===== config.mk =====
export PLATFORM = sky130hd
export DESIGN_NAME = vga_timing
export DESIGN_NICKNAME = d
export VERILOG_FILES = /design/src/hw/vga_pkg.sv /design/src/hw/vga_timing.sv
export SDC_FILE = /design/constraint.sdc
export NUM_CORES = 1
export LEC_CHECK = 0
export BUFFER_PORTS_ARGS = -buffer_cell sky130_fd_sc_hd__buf_2
export CORE_ASPECT_RATIO = 0.9
export CORE_MARGIN = 4
export CORE_UTILIZATION = 32
export CTS_BUF_LIST = sky130_fd_sc_hd__clkbuf_16
export CTS_CLUSTER_DIAMETER = 40
export DETAILED_ROUTE_END_ITERATION = 8
export PLACE_DENSITY = 0.54
export SLEW_MARGIN = 25
export SYNTH_ARGS = -nofsm -noshare
export SYNTH_HDL_FRONTEND = slang
export SYNTH_SLANG_ARGS = --single-unit

===== constraint.sdc =====
create_clock -name clk -period 2.85 [get_ports clk]
set_clock_uncertainty 0.2 [all_clocks]
set_input_delay 0.285 -clock clk [delete_from_list [all_inputs] [get_ports clk]]
set_output_delay 0.285 -clock clk [all_outputs]
set_load 0.01 [all_outputs]

===== src/hw/vga_pkg.sv =====
/*
 * VGA pixel pipeline package
 * Count, colour, ROM address and digit types, plus the glyph geometry
 * and the colours used by the digit overlay
 */
package vga_pkg;

    // Pixel position on either axis
    typedef logic [10:0] count_t;

    // 4 bits each of red, green, blue
    typedef logic [11:0] rgb_t;

    // Glyph ROM word address, 960 words used
    typedef logic [9:0] rom_addr_t;

    // Displayed digit, 0 to 9
    typedef logic [3:0] digit_t;

    // Glyph size in pixels
    localparam int DIGIT_WIDTH  = 8;
    localparam int DIGIT_HEIGHT = 12;

    // One word per glyph pixel
    localparam int GLYPH_WORDS = DIGIT_WIDTH * DIGIT_HEIGHT;

    // Transparent ROM word
    localparam rgb_t COLOR_KEY = 12'hfff;

    // Opaque glyph pixel
    localparam rgb_t GLYPH_COLOR = 12'h00f;

endpackage


===== src/hw/vga_timing.sv =====
/*
 * VGA timing generator
 * Free-running pixel and line counters with registered sync and
 * blanking outputs, all active high
 */
module vga_timing #(
    parameter int H_ACTIVE = 640,
    parameter int H_FRONT  = 16,
    parameter int H_SYNC   = 96,
    parameter int H_BACK   = 48,
    parameter int V_ACTIVE = 480,
    parameter int V_FRONT  = 10,
    parameter int V_SYNC   = 2,
    parameter int V_BACK   = 33
) (
    input  logic            clk,
    input  logic            rst,
    output vga_pkg::count_t hcount,
    output vga_pkg::count_t vcount,
    output logic            hsync,
    output logic            vsync,
    output logic            hblnk,
    output logic            vblnk
);

    localparam int H_TOTAL = H_ACTIVE + H_FRONT + H_SYNC + H_BACK;
    localparam int V_TOTAL = V_ACTIVE + V_FRONT + V_SYNC + V_BACK;

    localparam vga_pkg::count_t H_LAST     = vga_pkg::count_t'(H_TOTAL - 1);
    localparam vga_pkg::count_t V_LAST     = vga_pkg::count_t'(V_TOTAL - 1);
    localparam vga_pkg::count_t H_SYNC_BEG = vga_pkg::count_t'(H_ACTIVE + H_FRONT);
    localparam vga_pkg::count_t H_SYNC_END = vga_pkg::count_t'(H_ACTIVE + H_FRONT + H_SYNC);
    localparam vga_pkg::count_t V_SYNC_BEG = vga_pkg::count_t'(V_ACTIVE + V_FRONT);
    localparam vga_pkg::count_t V_SYNC_END = vga_pkg::count_t'(V_ACTIVE + V_FRONT + V_SYNC);
    localparam vga_pkg::count_t H_BLNK_BEG = vga_pkg::count_t'(H_ACTIVE);
    localparam vga_pkg::count_t V_BLNK_BEG = vga_pkg::count_t'(V_ACTIVE);

    vga_pkg::count_t h_cnt;
    vga_pkg::count_t v_cnt;
    vga_pkg::count_t h_cnt_nxt;
    vga_pkg::count_t v_cnt_nxt;

    always_comb begin
        h_cnt_nxt = h_cnt + 11'd1;
        v_cnt_nxt = v_cnt;
        if (h_cnt == H_LAST) begin        // End of line
            h_cnt_nxt = '0;
            v_cnt_nxt = (v_cnt == V_LAST) ? '0 : v_cnt + 11'd1;
        end
    end

    always_ff @(posedge clk) begin
        if (rst) begin
            h_cnt  <= '0;
            v_cnt  <= '0;
            hcount <= '0;
            vcount <= '0;
            hsync  <= 1'b0;
            vsync  <= 1'b0;
            hblnk  <= 1'b0;
            vblnk  <= 1'b0;
        end else begin
            h_cnt  <= h_cnt_nxt;
            v_cnt  <= v_cnt_nxt;
            hcount <= h_cnt;                 // Decode follows the counter by one clock
            vcount <= v_cnt;
            hsync  <= (h_cnt >= H_SYNC_BEG) && (h_cnt < H_SYNC_END);
            vsync  <= (v_cnt >= V_SYNC_BEG) && (v_cnt < V_SYNC_END);
            hblnk  <= (h_cnt >= H_BLNK_BEG);
            vblnk  <= (v_cnt >= V_BLNK_BEG);
        end
    end

    // Displayed counts never leave the frame
    a_count_range: assert property (@(posedge clk) disable iff (rst)
        (hcount <= H_LAST) && (vcount <= V_LAST));

endmodule


==> out/results.tsv <==
metric	value	unit
status	complete, no violations	
die footprint	6980	um^2
Sw Share	0.197	
residual DRC count	0	
count of cell types in the netlist	35	
net count after synthesis	196	
antenna violations before repair	0	
Initial Util	0.339	
core area	5380	um^2
clock slew at reported path FFs	0.07	ns
grt total ovfl	0	
Net Sw Power	0.270	mW
CTS tree	yes	
Crit-path slowest cell	or3_1	
CP required	2.81	ns
Die X	87.6	um
mean post-synth cell area	9.66	um^2
clock group share of total power	0.483	
Post-CTS Setup Inserts	0	
Cells after Synth	189	
TritonCTS Sinks	48	
largest net degree at the start of global routing	33	
Buffers on Ports	27	
Final nets	222	
Detailed Routing Iterations Pass 1	4	
Final Max Slew Viols	0	
CTS H-Tree Depth	2	
worst-path cell chain	ha_1 > or3b_4 > or3_1 > o21bai_2 > nor2_1	
critical path depth	5	
Post-Route WL	3.49	mm
max-cap violations	0	
RSZ-0062 raised after global routing	false	
combinational share of power	0.020	
Via Count	1320	
Yosys warning total	0	
post-CTS sizing	0	
CP max stage delay	0.49	ns
Final period util	0.834	
Crit. End Element	flip-flop	
Antenna Nets Post-Route	0	
leakage	0.834	nW
Int Pwr	1.10	mW
worst skew pair latency	0.28	ns
R2R depth	5	
CTS buffer count	5	
first-pass GRT wire length	5.81	mm
Vias/cell	4.66	
Pwr Density	630	nW/um^2
Synth-to-Final Area Change	19.3	%
Worst-Margin Slew	0.572	ns
row cnt	25	
synthesized cell area	1830	um^2
hold path depth	1	
Fmax achieved	0.421	GHz
Worst Hold Class	flip-flop to flip-flop	
vias in the first global route	1225	
Initial DRC Count	82	
minimum clock period	2.38	ns
Flop pwr share	0.497	
Wirelength per Cell	12.3	um
sequential area share after synthesis	0.526	
hpwl dp	2.47	mm
CP Data Arrival Time	2.34	ns
CP Max Fanout	8	
filler cell count	549	
#FFs+latches synth	48	
Buf+Inv Stages, Crit Path	0	
critical path launch point type	flip-flop	
Final Hold Viols	0	
GRT Resource Usage Total	0.107	
Peak VDD IR	0.365	mV
n_diodes	0	
Ports	28	
Max-slew headroom	0.619	
hold-fix buffers at CTS	0	
Max clock buf depth	2	
layout cells sized above 1	0.194	
Total Power	1.37	mW
Fin Setup TNS	0	ns
Root Driver	clkbuf_16	
CP top delay family	simple AND/OR/NAND/NOR gates	
CP Class	flip-flop to flip-flop	
RD Place Congestion	0.716	
final setup vio count	0	
die height	79.7	um
## Yosys cell counts
library cell | instances | area share
dfxtp_1 | 48 | 0.53
nor2_1 | 26 | 0.053
nor2b_1 | 16 | 0.055
nand2_1 | 9 | 0.019
xnor2_1 | 9 | 0.043
inv_1 | 8 | 0.016
nand3_1 | 7 | 0.019
nor3_1 | 7 | 0.019
nor4_1 | 6 | 0.021
clkbuf_1 | 5 | 0.010
ha_1 | 5 | 0.034
nand4_1 | 5 | 0.017
a21oi_1 | 4 | 0.011
o21ai_0 | 4 | 0.011
or3_1 | 4 | 0.014
nand2b_1 | 3 | 0.010
xor2_1 | 3 | 0.014
a31o_2 | 2 | 0.0096
buf_2 | 2 | 0.0055
a21oi_2 | 1 | 0.0048
a22oi_1 | 1 | 0.0041
and3_1 | 1 | 0.0034
and4_1 | 1 | 0.0048
buf_6 | 1 | 0.0062
mux2i_1 | 1 | 0.0055
nand4bb_1 | 1 | 0.0062
nand4bb_4 | 1 | 0.015
nor4bb_1 | 1 | 0.0055
o21bai_2 | 1 | 0.0062
o2bb2ai_1 | 1 | 0.0048
o31ai_1 | 1 | 0.0041
or2b_1 | 1 | 0.0041
or3b_4 | 1 | 0.0062
or4_1 | 1 | 0.0041
or4_4 | 1 | 0.0062
## power by group through the flow
stage / clock network (mW) / logic [mW] / registers, mW
after global placement: 0 / 0.0272 / 0.696
final: 0.663 / 0.0270 / 0.682
after CTS: 0.684 / 0.0278 / 0.681
after global routing: 0.711 / 0.0307 / 0.682
after detailed placement: 0 / 0.0276 / 0.697
after floorplan: 0 / 0.0184 / 0.697
## routing by layer
layer | vias up | part of all wire | GRT usage
li1 | 688 | - | -
met1 | 593 | 0.51 | 0.148
met2 | 35 | 0.42 | 0.156
met3 | 4 | 0.056 | 0.0279
met4 | 0 | 0.013 | 0.0460
met5 | - | 0 | 0
## worst paths after layout
check	startpoint	endpoint	slack, ns
worst max-delay path	h_cnt[0]	v_cnt[2]	0.47
worst min register to register	h_cnt[0]	h_cnt[0]	0.28
worst max register to register	h_cnt[0]	v_cnt[2]	0.47
worst min-delay path	h_cnt[0]	h_cnt[0]	0.28
## kinds of logic (layout without fill, tap and decap cells)
logic type               count (synthesis)  in the layout  share of synthesized area
AO/OA/AOI/OAI                           15             15                     0.0555
XOR/XNOR                                12             12                     0.0576
adder cells (fa/ha/maj)                  5              5                     0.0343
buffers and inverters                   16             43                     0.0384
flip-flops                              48             48                      0.526
multiplexers                             1              1                    0.00548
AND/OR/NAND/NOR                         92             92                      0.282
## cell type report
type / instances / area, um^2 / area share
Timing Repair Buffer: 27 / 135 / 0.0621
Inverter: 8 / 30.0 / 0.0138
Sequential cell: 48 / 961 / 0.441
Clock inverter: 3 / 47.5 / 0.0218
Multi-Input combinational cell: 125 / 795 / 0.365
Clock buffer: 5 / 125 / 0.0575
Tap cell: 67 / 83.8 / 0.0385
## layout by cell type, fill, tap and decap left out
master and count:
o2bb2ai_1 1, nor2_1 26, nor4_1 6, nand4_1 5
or4_1 1, a22oi_1 1, or3b_4 1, mux2i_1 1
xnor2_1 9, o21ai_0 4, nand4bb_1 1, or2b_1 1
bufinv_16 1, and3_1 1, nand4bb_4 1, a21oi_2 1
a31o_2 2, dfxtp_1 48, nor4bb_1 1, or3_1 4
o31ai_1 1, o21bai_2 1, and4_1 1, a21oi_1 4
ha_1 5, or4_4 1, nand2_1 9, clkinv_4 2
clkbuf_16 5, xor2_1 3, buf_2 27, inv_1 8
nor2b_1 16, nand3_1 7, nand2b_1 3, nor3_1 7
## flip-flops by register name, summed over array words and instances, names as in the netlist
name / cells
h_cnt: 11
hcount: 11
v_cnt: 11
vcount: 11
hblnk: 1
hsync: 1
vblnk: 1
vsync: 1
## metrics by stage
stage,setup WS [ns],utilization,instance area [um^2],hold slack [ns],instances
2_1_floorplan,0.672,-,1830,0.164,189
3_3_place_gp,0.589,0.373,2000,0.259,275
3_5_place_dp,0.438,0.373,2000,0.268,275
4_1_cts,0.440,0.405,2180,0.283,283
5_1_grt,0.324,0.405,2180,0.324,283
6_report,0.474,0.405,2180,0.279,283
Note: power is estimated with default switching activity, not from simulation.
