--- src/hw/vga_pkg.sv ---
/*
 * VGA pixel pipeline package
 * Count, colour, ROM address and digit types, plus the glyph geometry
 * and the colours used by the digit overlay
 */
package vga_pkg;

    // Pixel position on either axis
    typedef logic [10:0] count_t;

    // 4 bits each of red, green, blue
    typedef logic [11:0] rgb_t;

    // Glyph ROM word address, 960 words used
    typedef logic [9:0] rom_addr_t;

    // Displayed digit, 0 to 9
    typedef logic [3:0] digit_t;

    // Glyph size in pixels
    localparam int DIGIT_WIDTH  = 8;
    localparam int DIGIT_HEIGHT = 12;

    // One word per glyph pixel
    localparam int GLYPH_WORDS = DIGIT_WIDTH * DIGIT_HEIGHT;

    // Transparent ROM word
    localparam rgb_t COLOR_KEY = 12'hfff;

    // Opaque glyph pixel
    localparam rgb_t GLYPH_COLOR = 12'h00f;

endpackage

--- src/hw/delay.sv ---
/*
 * Fixed delay line
 * Shifts a WIDTH-bit bus through CLK_DEL registers, cleared by reset
 */
module delay #(
    parameter int WIDTH   = 8,
    parameter int CLK_DEL = 1
) (
    input  logic             clk,
    input  logic             rst,
    input  logic [WIDTH-1:0] din,
    output logic [WIDTH-1:0] dout
);

    logic [WIDTH-1:0] stage [CLK_DEL];

    always_ff @(posedge clk) begin
        if (rst) begin
            for (int i = 0; i < CLK_DEL; i++) begin
                stage[i] <= '0;
            end
        end else begin
            stage[0] <= din;
            for (int i = 1; i < CLK_DEL; i++) begin
                stage[i] <= stage[i-1];      // Shift towards the output
            end
        end
    end

    assign dout = stage[CLK_DEL-1];

endmodule

--- src/hw/draw_counter.sv ---
/*
 * Digit overlay
 * Draws the glyph of the latched digit at a fixed position over the
 * background, ROM words equal to the colour key stay transparent
 */
module draw_counter #(
    parameter int DIGIT_X = 316,
    parameter int DIGIT_Y = 234
) (
    input  logic               clk,
    input  logic               rst,
    input  vga_pkg::digit_t    digit,
    input  vga_pkg::rgb_t      rom_data,
    input  vga_pkg::count_t    in_hcount,
    input  vga_pkg::count_t    in_vcount,
    input  logic               in_hsync,
    input  logic               in_vsync,
    input  logic               in_hblnk,
    input  logic               in_vblnk,
    input  vga_pkg::rgb_t      in_rgb,
    output vga_pkg::rom_addr_t rom_addr,
    output vga_pkg::count_t    hcount,
    output vga_pkg::count_t    vcount,
    output logic               hsync,
    output logic               vsync,
    output logic               hblnk,
    output logic               vblnk,
    output vga_pkg::rgb_t      rgb
);

    localparam vga_pkg::count_t X_BEG = vga_pkg::count_t'(DIGIT_X);
    localparam vga_pkg::count_t X_END = vga_pkg::count_t'(DIGIT_X + vga_pkg::DIGIT_WIDTH);
    localparam vga_pkg::count_t Y_BEG = vga_pkg::count_t'(DIGIT_Y);
    localparam vga_pkg::count_t Y_END = vga_pkg::count_t'(DIGIT_Y + vga_pkg::DIGIT_HEIGHT);

    localparam int BUS_WIDTH = 2 * $bits(vga_pkg::count_t) + 4 + $bits(vga_pkg::rgb_t);

    vga_pkg::digit_t    digit_q;
    vga_pkg::digit_t    digit_sel;
    logic               frame_start;
    logic               in_win;
    logic               win_q;
    logic               win_out_q;
    vga_pkg::count_t    col_rel;
    vga_pkg::count_t    row_rel;
    vga_pkg::rom_addr_t digit_base;
    vga_pkg::rom_addr_t rom_addr_nxt;

    vga_pkg::count_t    hcount_d;
    vga_pkg::count_t    vcount_d;
    logic               hsync_d;
    logic               vsync_d;
    logic               hblnk_d;
    logic               vblnk_d;
    vga_pkg::rgb_t      rgb_d;
    vga_pkg::rgb_t      rgb_bg_q;

    // Timing group waits one clock for the ROM address register
    delay #(
        .WIDTH   (BUS_WIDTH),
        .CLK_DEL (1)
    ) u_delay (
        .clk  (clk),
        .rst  (rst),
        .din  ({in_vcount, in_vblnk, in_vsync, in_hcount, in_hblnk, in_hsync, in_rgb}),
        .dout ({vcount_d, vblnk_d, vsync_d, hcount_d, hblnk_d, hsync_d, rgb_d})
    );

    assign frame_start = (in_hcount == '0) && (in_vcount == '0);
    assign digit_sel   = frame_start ? digit : digit_q;   // New digit valid from pixel (0, 0)

    always_comb begin
        in_win = (in_hcount >= X_BEG) && (in_hcount < X_END) &&
                 (in_vcount >= Y_BEG) && (in_vcount < Y_END);
        col_rel    = in_hcount - X_BEG;
        row_rel    = in_vcount - Y_BEG;
        digit_base = vga_pkg::rom_addr_t'(digit_sel) *
                     vga_pkg::rom_addr_t'(vga_pkg::GLYPH_WORDS);
        if (in_win) begin
            rom_addr_nxt = digit_base + vga_pkg::rom_addr_t'({row_rel[3:0], col_rel[2:0]});
        end else begin
            rom_addr_nxt = digit_base;       // Keeps the address inside the table
        end
    end

    always_ff @(posedge clk) begin
        if (rst) begin
            digit_q   <= '0;
            rom_addr  <= '0;
            win_q     <= 1'b0;
            win_out_q <= 1'b0;
            hcount    <= '0;
            vcount    <= '0;
            hsync     <= 1'b0;
            vsync     <= 1'b0;
            hblnk     <= 1'b0;
            vblnk     <= 1'b0;
            rgb_bg_q  <= '0;
        end else begin
            digit_q   <= digit_sel;
            rom_addr  <= rom_addr_nxt;
            win_q     <= in_win;
            win_out_q <= win_q;              // Lines up with rom_data
            hcount    <= hcount_d;
            vcount    <= vcount_d;
            hsync     <= hsync_d;
            vsync     <= vsync_d;
            hblnk     <= hblnk_d;
            vblnk     <= vblnk_d;
            rgb_bg_q  <= rgb_d;
        end
    end

    // Glyph word replaces the background unless it is the key colour
    assign rgb = (win_out_q && (rom_data != vga_pkg::COLOR_KEY)) ? rom_data : rgb_bg_q;

    a_digit_legal: assert property (@(posedge clk) disable iff (rst)
        digit_q <= 4'd9);

endmodule

--- config.mk ---
export PLATFORM = sky130hd
export DESIGN_NAME = draw_counter
export DESIGN_NICKNAME = d
export VERILOG_FILES = /design/src/hw/vga_pkg.sv /design/src/hw/delay.sv /design/src/hw/draw_counter.sv
export SDC_FILE = /design/constraint.sdc
export NUM_CORES = 1
export LEC_CHECK = 0
export BUFFER_PORTS_ARGS = -buffer_cell sky130_fd_sc_hd__buf_2
export CORE_ASPECT_RATIO = 1.25
export CORE_MARGIN = 10
export CORE_UTILIZATION = 40
export CTS_BUF_LIST = sky130_fd_sc_hd__clkbuf_16
export CTS_CLUSTER_DIAMETER = 60
export DETAILED_ROUTE_END_ITERATION = 10
export PLACE_DENSITY = 0.66
export RECOVER_POWER = 50
export SYNTH_ARGS = -nofsm -noshare
export SYNTH_HDL_FRONTEND = slang
export SYNTH_SLANG_ARGS = --single-unit
--- constraint.sdc ---
create_clock -name clk -period 6.5 [get_ports clk]
set_input_delay 0.325 -clock clk [delete_from_list [all_inputs] [get_ports clk]]
set_output_delay 0.325 -clock clk [all_outputs]
set_load 0.03 [all_outputs]
==> run_results.csv <==
group,metric,value,unit
timing,finClkSkew,0.00346,ns
synth,syn-instance-count,286,
timing,tns,0,ns
floorplan,coreArea,7700,µm²
setup_path,reg2reg_depth,8,
setup_path,cp.arrival,3.64,ns
final_layout,syn_to_final_growth,28.5,%
final_layout,insertedDiodeCount,0,
setup_path,start_kind,"primary input",
floorplan,row_count,36,
setup_path,crit_fanout,89,
clock_network,htreeDepth,3,
routing,drtIter0Drc,77,
global_routing,grt_max_degree,90,
power_and_ir_drop,p_per_area,295,nW/µm²
setup_path,cp_cell_sequence,"buf_2, clkbuf_1, nor2_1, and2_1",
synth,syn-num-nets,350,
final_layout,instances_no_fill,490,
timing,period_minus_slack,3.41,ns
clock_network,cts_root_buf,"clkbuf_16",
timing,rsz0062_at_grt,"false",
synth,synth_area_leaders,"dfxtp_1 (59%), nor2b_1 (15%), mux2_2 (4.7%), ha_1 (2.8%), nor2_1 (1.7%)",
flow_run,cap_violations,1,
synth,synth_edf_count,0,
setup_path,regToRegSetupSlack,4.15,ns
setup_path,crit_type,"in2reg",
timing,fmax,293,MHz
clock_network,clockBufferDepth,2,
global_routing,grt_pass1_wl,11100,µm
setup_path,r2r-end,"rom_addr[9]",
setup_path,critPathTopFamily,"buffers and inverters",
floorplan,initial_utilization,0.407,
clock_network,postCtsSetupBuffers,0,
min_path,min_path_type,"in2reg",
status,status,"finished, violations left",
clock_network,holdBufCountCts,0,
global_routing,met1_usage,0.123,
synth,syn_area,3130,µm²
timing,finalSetupViolations,0,
power_and_ir_drop,power,1.19,mW
synth,yosys.area.top_type,"dfxtp_1",
min_path,whs_endpoint,"u_delay.stage[0][0]",
setup_path,r2r-start,"digit_q[1]",
power_and_ir_drop,peakVddDrop,178,µV
timing,drv_slew,90,
routing,antenna_left,0,
routing,drt_wl_total,6950,µm
synth,ys_seq_area_frac,0.588,
global_routing,grt.total_usage,0.118,
power_and_ir_drop,p_leak,1.88,nW
global_routing,grt_pass1_vias,2292,
synth,synth_area_per_cell,11.0,µm²
routing,first_pass_iters,4,
final_layout,drive_above_1_share,0.339,
place,dp.cells,474,
status,failed_checks,"max-capacitance violations, max-slew violations",
setup_path,crit_start,"rst",
routing,drc_errors,0,
timing,slew_headroom,-1.38,
timing,worstMarginPinSlew,3.57,ns
clock_network,clkTransAtPathRegs,0.06,ns
global_routing,busiest_layer,"met2",
clock_network,clock-sinks,92,
setup_path,critical_path_buf_inv_count,2,
floorplan,die_y,119,µm
global_routing,antenna_found_initial,0,
setup_path,slowest_stage,"clkbuf_1",
synth,synth.most_common_cell,"dfxtp_1",
synth,yosysTopAreaCellShare,0.588,
place,portBuffers,103,
clock_network,cts_resized,0,
place,dp_hpwl,5330,µm
timing,hold_ws,0.194,ns
synth,synth_common_cells,"dfxtp_1 (92), nor2b_1 (74), nor2_1 (14)",
routing,viasPerCell,4.63,
global_routing,use_met3,0.0509,
place,place_congestion,0.921,
global_routing,grtUsageMet2,0.199,
synth,async_reset_ff_frac,0,
floorplan,io_pins,104,
routing,wl_per_cell,14.2,µm
floorplan,dieArea,11800,µm²
synth,synth_cell_types,35,
synth,synth_seq_cells,92,
setup_path,required,6.73,ns
synth,ys.flop_type,"dfxtp_1",
min_path,whs_path_depth,2,
setup_path,endpoint_kind,"flop",
synth,ys_warn_count,0,
min_path,hold_start,"in_rgb[0]",
clock_network,cts_made_buffers,9,
timing,fin_crit_sh,0.525,
setup_path,cp_slowest_stage_delay,2.50,ns
final_layout,nets,454,
timing,final_hold_viol_count,0,
floorplan,die_w,99.2,µm
clock_network,cts_tree,"yes",
routing,vias,2271,
global_routing,overflow,0,
clock_network,worstSkewPairLatency,0.33,ns
## final cells by class
cell class                      instances  area (µm²)
Fill cell                             713        3670
Sequential cell                        92        1840
Multi-Input combinational cell        169        1190
Timing Repair Buffer                  105         527
Clock buffer                            9         225
Tap cell                               95         119
Clock inverter                          7        75.1
Inverter                               13        48.8
## cell families after synthesis
group                    count (synthesis)  share of synthesized area
AND/OR/NAND/NOR                        122                      0.234
flip-flops                              92                      0.588
buffers and inverters                   25                     0.0323
multiplexers                            18                     0.0627
AO/OA/AOI/OAI                           16                     0.0351
adder cells (fa/ha/maj)                  8                     0.0343
XOR/XNOR                                 5                     0.0140
## how the worst max path moves through the flow
stage	endpoint	slack, ns	cells past startpoint
CTS	rom_addr[9]	3.12	12
global placement	rom_addr[9]	2.91	12
finish	rom_addr[1]	3.09	4
detailed placement	rom_addr[9]	2.75	12
global route	rom_addr[1]	2.45	4
floorplan	rom_addr[9]	3.36	10
## where the power goes
part / switching, mW / internal, mW / total [mW] / leakage [nW]
Sequential: 0.00425 / 0.586 / 0.590 / 0.758
Clock: 0.213 / 0.301 / 0.514 / 0.150
Combinational: 0.0503 / 0.0360 / 0.0863 / 0.974
## through the flow
| step | util | cell area (µm²) | worst slack [ns] |
|---|---|---|---|
| after detailed placement | 0.484 | 3730 | 2.75 |
| after floorplan | - | 3130 | 3.36 |
| after global routing | 0.523 | 4030 | 2.45 |
| after global placement | 0.484 | 3730 | 2.91 |
| final | 0.523 | 4030 | 3.09 |
| after CTS | 0.523 | 4030 | 3.12 |
## worst reg2reg max path, stage by stage, from the launching register on
cell and delay, ns:
dfxtp_1 0.34, mux2i_1 0.27, inv_1 0.08, ha_1 0.26
ha_1 0.23, nor4b_1 0.32, o32ai_1 0.18, or4b_1 0.48
mux2i_1 0.13
## layer usage
metal,share of wire,wire (µm)
met2,0.51,3570
met4,0.015,106
met1,0.40,2760
met5,0,0
met3,0.074,513
## registers in the layout, indices dropped and copies added, names as in the netlist
register / cells
u_delay.stage: 38
rgb_bg_q: 12
hcount: 11
vcount: 11
rom_addr: 10
digit_q: 4
hblnk: 1
hsync: 1
vblnk: 1
vsync: 1
win_out_q: 1
win_q: 1
## layout by cell type, fill, tap and decap left out, types with 2 or more instances in the layout
master	Yosys	routed
mux2_2	13	13
nand2_1	4	4
nor4_1	5	5
a21oi_1	5	5
nor2_1	14	14
inv_6	0	2
nor3_1	3	3
clkbuf_16	0	9
buf_2	0	103
nand4_1	5	5
nand3_1	3	3
inv_1	13	14
xor2_1	2	2
and4_1	2	2
ha_1	7	7
nor2b_1	74	74
o211ai_1	3	3
o31ai_1	2	2
mux2i_1	5	5
and2_1	5	5
xnor2_1	3	3
dfxtp_1	92	92
o21ai_0	2	2
Note: power is estimated with default switching activity, not from simulation.
