## config.mk

```make
export PLATFORM = sky130hd
export DESIGN_NAME = draw_background
export DESIGN_NICKNAME = d
export VERILOG_FILES = /design/src/hw/vga_pkg.sv /design/src/hw/draw_background.sv
export SDC_FILE = /design/constraint.sdc
export NUM_CORES = 1
export LEC_CHECK = 0
export ABC_AREA = 1
export BUFFER_PORTS_ARGS = -buffer_cell sky130_fd_sc_hd__buf_2
export CORE_MARGIN = 3
export CORE_UTILIZATION = 39
export DETAILED_ROUTE_END_ITERATION = 10
export PLACE_DENSITY = 0.76
export SYNTH_ARGS = -nofsm -noshare
export SYNTH_HDL_FRONTEND = slang
export SYNTH_SLANG_ARGS = --single-unit
```

## constraint.sdc

```tcl
create_clock -name clk -period 0.8 [get_ports clk]
set_input_delay 0.12 -clock clk [delete_from_list [all_inputs] [get_ports clk]]
set_output_delay 0.12 -clock clk [all_outputs]
set_load 0.03 [all_outputs]
```

## src/hw/vga_pkg.sv

```systemverilog
/*
 * VGA pixel pipeline package
 * Count, colour, ROM address and digit types, plus the glyph geometry
 * and the colours used by the digit overlay
 */
package vga_pkg;

    // Pixel position on either axis
    typedef logic [10:0] count_t;

    // 4 bits each of red, green, blue
    typedef logic [11:0] rgb_t;

    // Glyph ROM word address, 960 words used
    typedef logic [9:0] rom_addr_t;

    // Displayed digit, 0 to 9
    typedef logic [3:0] digit_t;

    // Glyph size in pixels
    localparam int DIGIT_WIDTH  = 8;
    localparam int DIGIT_HEIGHT = 12;

    // One word per glyph pixel
    localparam int GLYPH_WORDS = DIGIT_WIDTH * DIGIT_HEIGHT;

    // Transparent ROM word
    localparam rgb_t COLOR_KEY = 12'hfff;

    // Opaque glyph pixel
    localparam rgb_t GLYPH_COLOR = 12'h00f;

endpackage

```

## src/hw/draw_background.sv

```systemverilog
/*
 * Background painter
 * Registers the timing group and colours each active pixel from its
 * position, black during blanking
 */
module draw_background (
    input  logic            clk,
    input  logic            rst,
    input  vga_pkg::count_t in_hcount,
    input  vga_pkg::count_t in_vcount,
    input  logic            in_hsync,
    input  logic            in_vsync,
    input  logic            in_hblnk,
    input  logic            in_vblnk,
    output vga_pkg::count_t hcount,
    output vga_pkg::count_t vcount,
    output logic            hsync,
    output logic            vsync,
    output logic            hblnk,
    output logic            vblnk,
    output vga_pkg::rgb_t   rgb
);

    vga_pkg::rgb_t rgb_nxt;

    always_comb begin
        if (in_hblnk || in_vblnk) begin
            rgb_nxt = '0;
        end else begin
            rgb_nxt = {in_hcount[6:3], in_vcount[6:3], 4'h0};  // Red across, green down
        end
    end

    always_ff @(posedge clk) begin
        if (rst) begin
            hcount <= '0;
            vcount <= '0;
            hsync  <= 1'b0;
            vsync  <= 1'b0;
            hblnk  <= 1'b0;
            vblnk  <= 1'b0;
            rgb    <= '0;
        end else begin
            hcount <= in_hcount;
            vcount <= in_vcount;
            hsync  <= in_hsync;
            vsync  <= in_vsync;
            hblnk  <= in_hblnk;
            vblnk  <= in_vblnk;
            rgb    <= rgb_nxt;
        end
    end

endmodule

```

==> key figures, run 1 <==
Worst setup path
  • Slowest stage cell on the critical path: dfxtp_2
  • Kind of critical path: flip-flop to primary output
  • WP data arrival: 0.81 ns
  • Crit path cell chain: buf_6
  • Crit end category: primary output
  • Critical path peak fanout: 1
  • Crit-path max cell delay: about 0.35 ns
  • Buf+Inv Stages, Crit Path: 1
  • Crit path max-delay family: flip-flops
  • Worst Path Required: 0.68 ns
  • Startpoint Class: flip-flop

Synthesis
  • Synth Area in Simple Gates: 14.1%
  • Largest family of logic cells by synthesized area: buffers and inverters
  • Synthesized flop and latch total: 34
  • Syn Area/Cell: around 9.6 um2
  • Synth area leaders: dfxtp_1, inv_1, nor2_1
  • Adder-Cell Fraction of Synth Area: 0%
  • Yosys warnings: 0
  • Seq/Total Area, Yosys: 68.9%
  • Post-synthesis compound-gate area fraction: 0%
  • Top cell type's share of synthesized area: 68.9%
  • Cell variety after synth: 10
  • Post-Syn Area: 988 um2
  • Mux share of post-synthesis cell area: 0%
  • Cells after synthesis: 103
  • Area leader, netlist: dfxtp_1
  • Post-Synth XOR/XNOR Area: 0%

Die
  • Initial core utilization: a little over two fifths
  • Die area: between 0.003 and 0.004 mm2
  • Core ar.: approximately 0.0023 mm2
  • IO Pins: 66
  • Die Height: 56.3 um
  • Chip width: 56.3 um
  • Row count: 17

Outcome
  • Failing checks: setup timing
  • Result of the run: complete, but fails checks

Pwr
  • Peak supply drop: between 0.0015 and 0.002 V
  • Total Power: between 3 and 4 mW
  • Power density cells: between 1500 and 2000 mW/mm2
  • Static Leak: ~1.0 nW

Place
  • Hpwl dp: approximately 1500 um
  • Final GP Congestion: roughly 0.72
  • Pre-CTS setup slack: 0.137 ns
  • Port Buffers: between 60 and 70
  • DP Area: around 0.0013 mm2

Routing
  • Post-Route WL: ~2900 um
  • Routed length per instance: about 13 um
  • # DRC: 0
  • DRT iter0 DRCs: 12
  • Via count: around 920
  • Drt pass-1 iters: 4
  • Final ANT Viol Nets: 0
  • Vias per Instance: roughly 4.1

Clock tree
  • CTS tree: built
  • Inserted Clock Buffers: 5
  • Root Driver: clkbuf_4
  • Clock buffer depth: 2
  • H-tree depth: 2
  • Postcts setup bufs: 0
  • Clock sink total: 34
  • Clock-pin slew on the worst setup and hold paths: about 0.10 ns

STA
  • Final hold vios: 0
  • Min Hold Slack: 0.0146 ns
  • Fin crit period: slightly above 0.9 ns
  • RSZ-0062 raised after global routing: yes
  • Tcrit/Tclk final: 116%
  • Setup-failing EPs final: 34
  • Max Fclk: about 1100 MHz
  • Max-slew violation count: 0
  • Setup WS post-layout: -0.127 ns

Final layout
  • Final Net Count: about 220
  • Layout cell share with drive strength beyond 1: 54.9%
  • Final instance area: between 0.0015 and 0.002 mm2
  • Most frequent cells in the layout: dfxtp_2, buf_6, buf_2
  • ANT cells: 0
  • P&R area growth vs syn: 89.1%
  • Final Util: ~81%

Global routing
  • Vias in the first global route: between 900 and 1k
  • GR Util All Layers: approximately a fifth
  • First-pass GRT wire length: between 4000 and 5000 um
  • Initial antenna violation count: 0
  • Largest net degree at the start of global routing: 17
  • Grt ovf: 0

Worst hold path
  • Worst Hold Class: input port to flip-flop

Job
  • Max Cap Violations: 0
==> per-stage QoR <==
stage	TNS (ns)	cells
floorplan	0	106
global placement	0	190
detailed placement	0	190
CTS	-3.96	223
global route	-4.85	223
finish	-3.83	223
==> state kept, by name, indices dropped and copies added, names as in the netlist <==
signal and count:
hcount 11, vcount 11, rgb 8, hblnk 1, hsync 1, vblnk 1
vsync 1
==> layer usage <==
| layer | up-vias | GRT usage (%) | wire [um] |
|---|---|---|---|
| met5 | - | 0 | 0 |
| met2 | 50 | 38.2 | 1620 |
| li1 | 454 | - | - |
| met3 | 6 | 7.13 | 256 |
| met1 | 412 | 16.6 | 1020 |
| met4 | 0 | 8.14 | 35 |
==> where the power goes <==
| group | switching (mW) | leakage, nW | total (mW) | internal, mW |
|---|---|---|---|---|
| Combinational | 0.336 | 0.674 | 0.648 | 0.312 |
| Sequential | 0.0385 | 0.292 | 1.83 | 1.79 |
| Clock | 0.552 | 0.0353 | 0.978 | 0.426 |
==> layout make-up <==
type                    instances  area (um2)
flip-flops and latches         34         723
multi-input cells              39         154
repair buffers                 87         788
well taps                      28        35.0
inverters                      27         109
clock inverters                 1        5.00
clock buffers                   7        55.1
fillers                       116         428
==> final timing paths <==
check                     from  slack (ns)         to  cells past startpoint
setup / recovery        rgb[4]       -0.13     rgb[4]                      1
hold / removal    in_vcount[6]        0.01  vcount[6]                      3
==> cell families (layout without fill, tap and decap cells) <==
logic type,after synthesis,after routing
and+or+nand+nor,35,35
buffers and inverters,33,122
DFF,34,34
other,1,4
==> synthesized netlist by cell type <==
master,count
buf_6,1
buf_4,4
nand2_2,3
dfxtp_1,34
inv_8,1
buf_8,1
inv_1,26
conb_1,1
nor2_1,26
nand2_1,6
==> repair_timing <==
item,CTS,global route
gates resized for setup,102,0
hold buffers,25,0
hold endpoints to repair,25,0
pin swaps,0,0
setup endpoints to repair,34,34
gates cloned,0,0
(Power assumes the default switching activity.)
==> run 2, diff against run 1 <==
CORE_MARGIN = 1   (was 3)
==> run 2 against run 1 <==
The run still ends with setup timing left. First-iteration DRC count is 8.3% higher. Global-route usage is 5.4 points higher. Highest routed layer unchanged. Clock power is 58% higher. Core utilization is 1.1 points higher. Critical path depth stayed put. Clock-buffer cell count is 2 lower. Sequential power hardly changed. Hold slack hardly changed. Sequential share of layout area is 0.54 points lower. Largest cell class unchanged. Cell count is 0.90% lower.
==> key figures, run 2 (synthesis gave the netlist of run 1 again) <==
Routing
  • Drt pass-1 iters: 4 (unchanged)
  • Vias per Instance: 4.32 (was 4.13)
  • Via count: 955 (was 922)
  • Final ANT Viol Nets: 0 (unchanged)
  • # DRC: 0 (unchanged)
  • Post-Route WL: 3140 um (was 2930 um)
  • DRT iter0 DRCs: 13 (was 12)
  • Routed length per instance: 14.2 um (was 13.1 um)

Final layout
  • ANT cells: 0 (unchanged)
  • Most frequent cells in the layout: dfxtp_2, buf_6, buf_2 (unchanged)
  • Layout cell share with drive strength beyond 1: 56.0% (was 54.9%)
  • P&R area growth vs syn: 91.8% (was 89.1%)
  • Register area: 723 um2 (unchanged)
  • Multi-input logic area: 154 um2 (unchanged)
  • Top flop regs: hcount (11), vcount (11), rgb (8) (unchanged)
  • Final instance area: 0.00190 mm2 (was 0.00187 mm2)
  • Layout fillers: 104 (was 116)
  • Final Net Count: 220 (was 222)

Worst setup path
  • Critical path launch point: hcount[4] (was rgb[4])
  • Buf+Inv Stages, Crit Path: 1 (unchanged)
  • Crit end category: primary output (unchanged)
  • Crit path cell chain: buf_6 (unchanged)
  • Critical path peak fanout: 1 (unchanged)
  • Kind of critical path: flip-flop to primary output (unchanged)
  • WP data arrival: 0.81 ns (about the same)
  • Crit path max-delay family: flip-flops (unchanged)
  • Crit-path max cell delay: 0.35 ns (about the same)
  • Worst Path Required: 0.68 ns (about the same)
  • Startpoint Class: flip-flop (unchanged)
  • Slowest stage cell on the critical path: dfxtp_2 (unchanged)

Place
  • Port Buffers: 61 (unchanged)
  • DP Area: 0.00130 mm2 (unchanged)
  • Pre-CTS setup slack: 0.130 ns (was 0.137 ns)
  • Hpwl dp: 1420 um (was 1500 um)
  • Final GP Congestion: 0.620 (was 0.723)

STA
  • Max Fclk: 1080 MHz (about the same)
  • Setup-failing EPs final: 34 (unchanged)
  • Setup TNS: -3.66 ns (was -3.83 ns)
  • Final hold vios: 0 (unchanged)
  • Max-slew violation count: 0 (unchanged)
  • Setup WS post-layout: -0.129 ns (was -0.127 ns)
  • Fin crit period: 0.929 ns (was 0.927 ns)
  • RSZ-0062 raised after global routing: yes (unchanged)
  • Tcrit/Tclk final: 116% (about the same)

Pwr
  • Static Leak: 1.01 nW (was 1.00 nW)
  • Total Power: 4.03 mW (was 3.45 mW)
  • Peak supply drop: 0.00209 V (was 0.00176 V)
  • Power density cells: 2130 mW/mm2 (was 1850 mW/mm2)

Job
  • Max Cap Violations: 0 (unchanged)

Clock tree
  • H-tree depth: 2 (unchanged)
  • Postcts setup bufs: 0 (unchanged)
  • Inserted Clock Buffers: 5 (unchanged)
  • Clock-pin slew on the worst setup and hold paths: 0.10 ns (about the same)
  • CTS tree: built (unchanged)
  • Root Driver: clkbuf_4 (unchanged)
  • Clock sink total: 34 (unchanged)
  • Clock buffer depth: 2 (unchanged)

Global routing
  • Initial antenna violation count: 0 (unchanged)
  • Largest net degree at the start of global routing: 17 (unchanged)
  • Grt ovf: 0 (unchanged)
  • First-pass GRT wire length: 4530 um (was 4490 um)
  • GR Util All Layers: 24.6% (was 19.2%)
  • Vias in the first global route: 1020 (was 992)

Outcome
  • Failing checks: setup timing (unchanged)
  • Result of the run: complete, but fails checks (unchanged)

Die
  • Die Height: 52.3 um (was 56.3 um)
  • Die area: 0.00274 mm2 (was 0.00317 mm2)
  • IO Pins: 66 (unchanged)
  • Core ar.: 0.00230 mm2 (unchanged)
  • Row count: 17 (unchanged)
  • Chip width: 52.3 um (was 56.3 um)
  • Initial core utilization: 43.0% (unchanged)

Worst hold path
  • Worst Hold Launch: in_hblnk (was in_vcount[6])
  • Worst Hold Class: input port to flip-flop (unchanged)
==> run 2: changes by cell type in the layout (fill, tap and decap cells not counted) <==
cell | before | now
clkinv_4 | 0 | 1
bufinv_16 | 0 | 2
dlygate4sd3_1 | 25 | 23
clkinv_2 | 1 | 0
clkbuf_1 | 1 | 0
clkbuf_8 | 1 | 0
==> run 2: through the flow <==
stage | std cells | hold slack, ns | utilization (%)
final | 221 | 0.0149 | 82.5
after CTS | 221 | 0.00374 | 82.5
after detailed placement | 190 | 0.328 | 56.8
after floorplan | 106 | 0.222 | -
after global routing | 221 | 0.0157 | 82.5
after global placement | 190 | 0.319 | 56.8
==> run 2: cell type report <==
cell class | instances | area share [%]
clock buffer | 5 | 1.98
inverter | 27 | 5.74
sequential | 34 | 38.2
tap | 28 | 1.85
multi-input combinational | 39 | 8.12
clock inverter | 3 | 3.63
timing repair buffer | 85 | 40.5
==> run 2: path summary, 6_finish.rpt <==
check	end	slack (ns)	depth (start not counted)
max	hcount[4]	-0.13	1
min	hblnk	0.01	3
==> run 2: report_power, final <==
group	internal (mW)	total, mW	switching [mW]
logic	0.306	0.648	0.342
registers	1.79	1.83	0.0422
clock network	0.978	1.55	0.576
==> run 2: what timing repair did <==
item                                   in CTS  in global routing
endpoints found under the hold margin      23                  0
gates resized for setup                   102                  0
hold buffers                               23                  0
setup endpoints to repair                  34                 34
==> run 2: metal layers <==
layer  GRT usage, %  vias to the layer above  share of wire, %
met5              0                        -                 0
met4           13.6                        0               3.2
met3           7.83                       11               6.6
met2           46.4                       62                55
met1           22.7                      433                35
li1               -                      449                 -
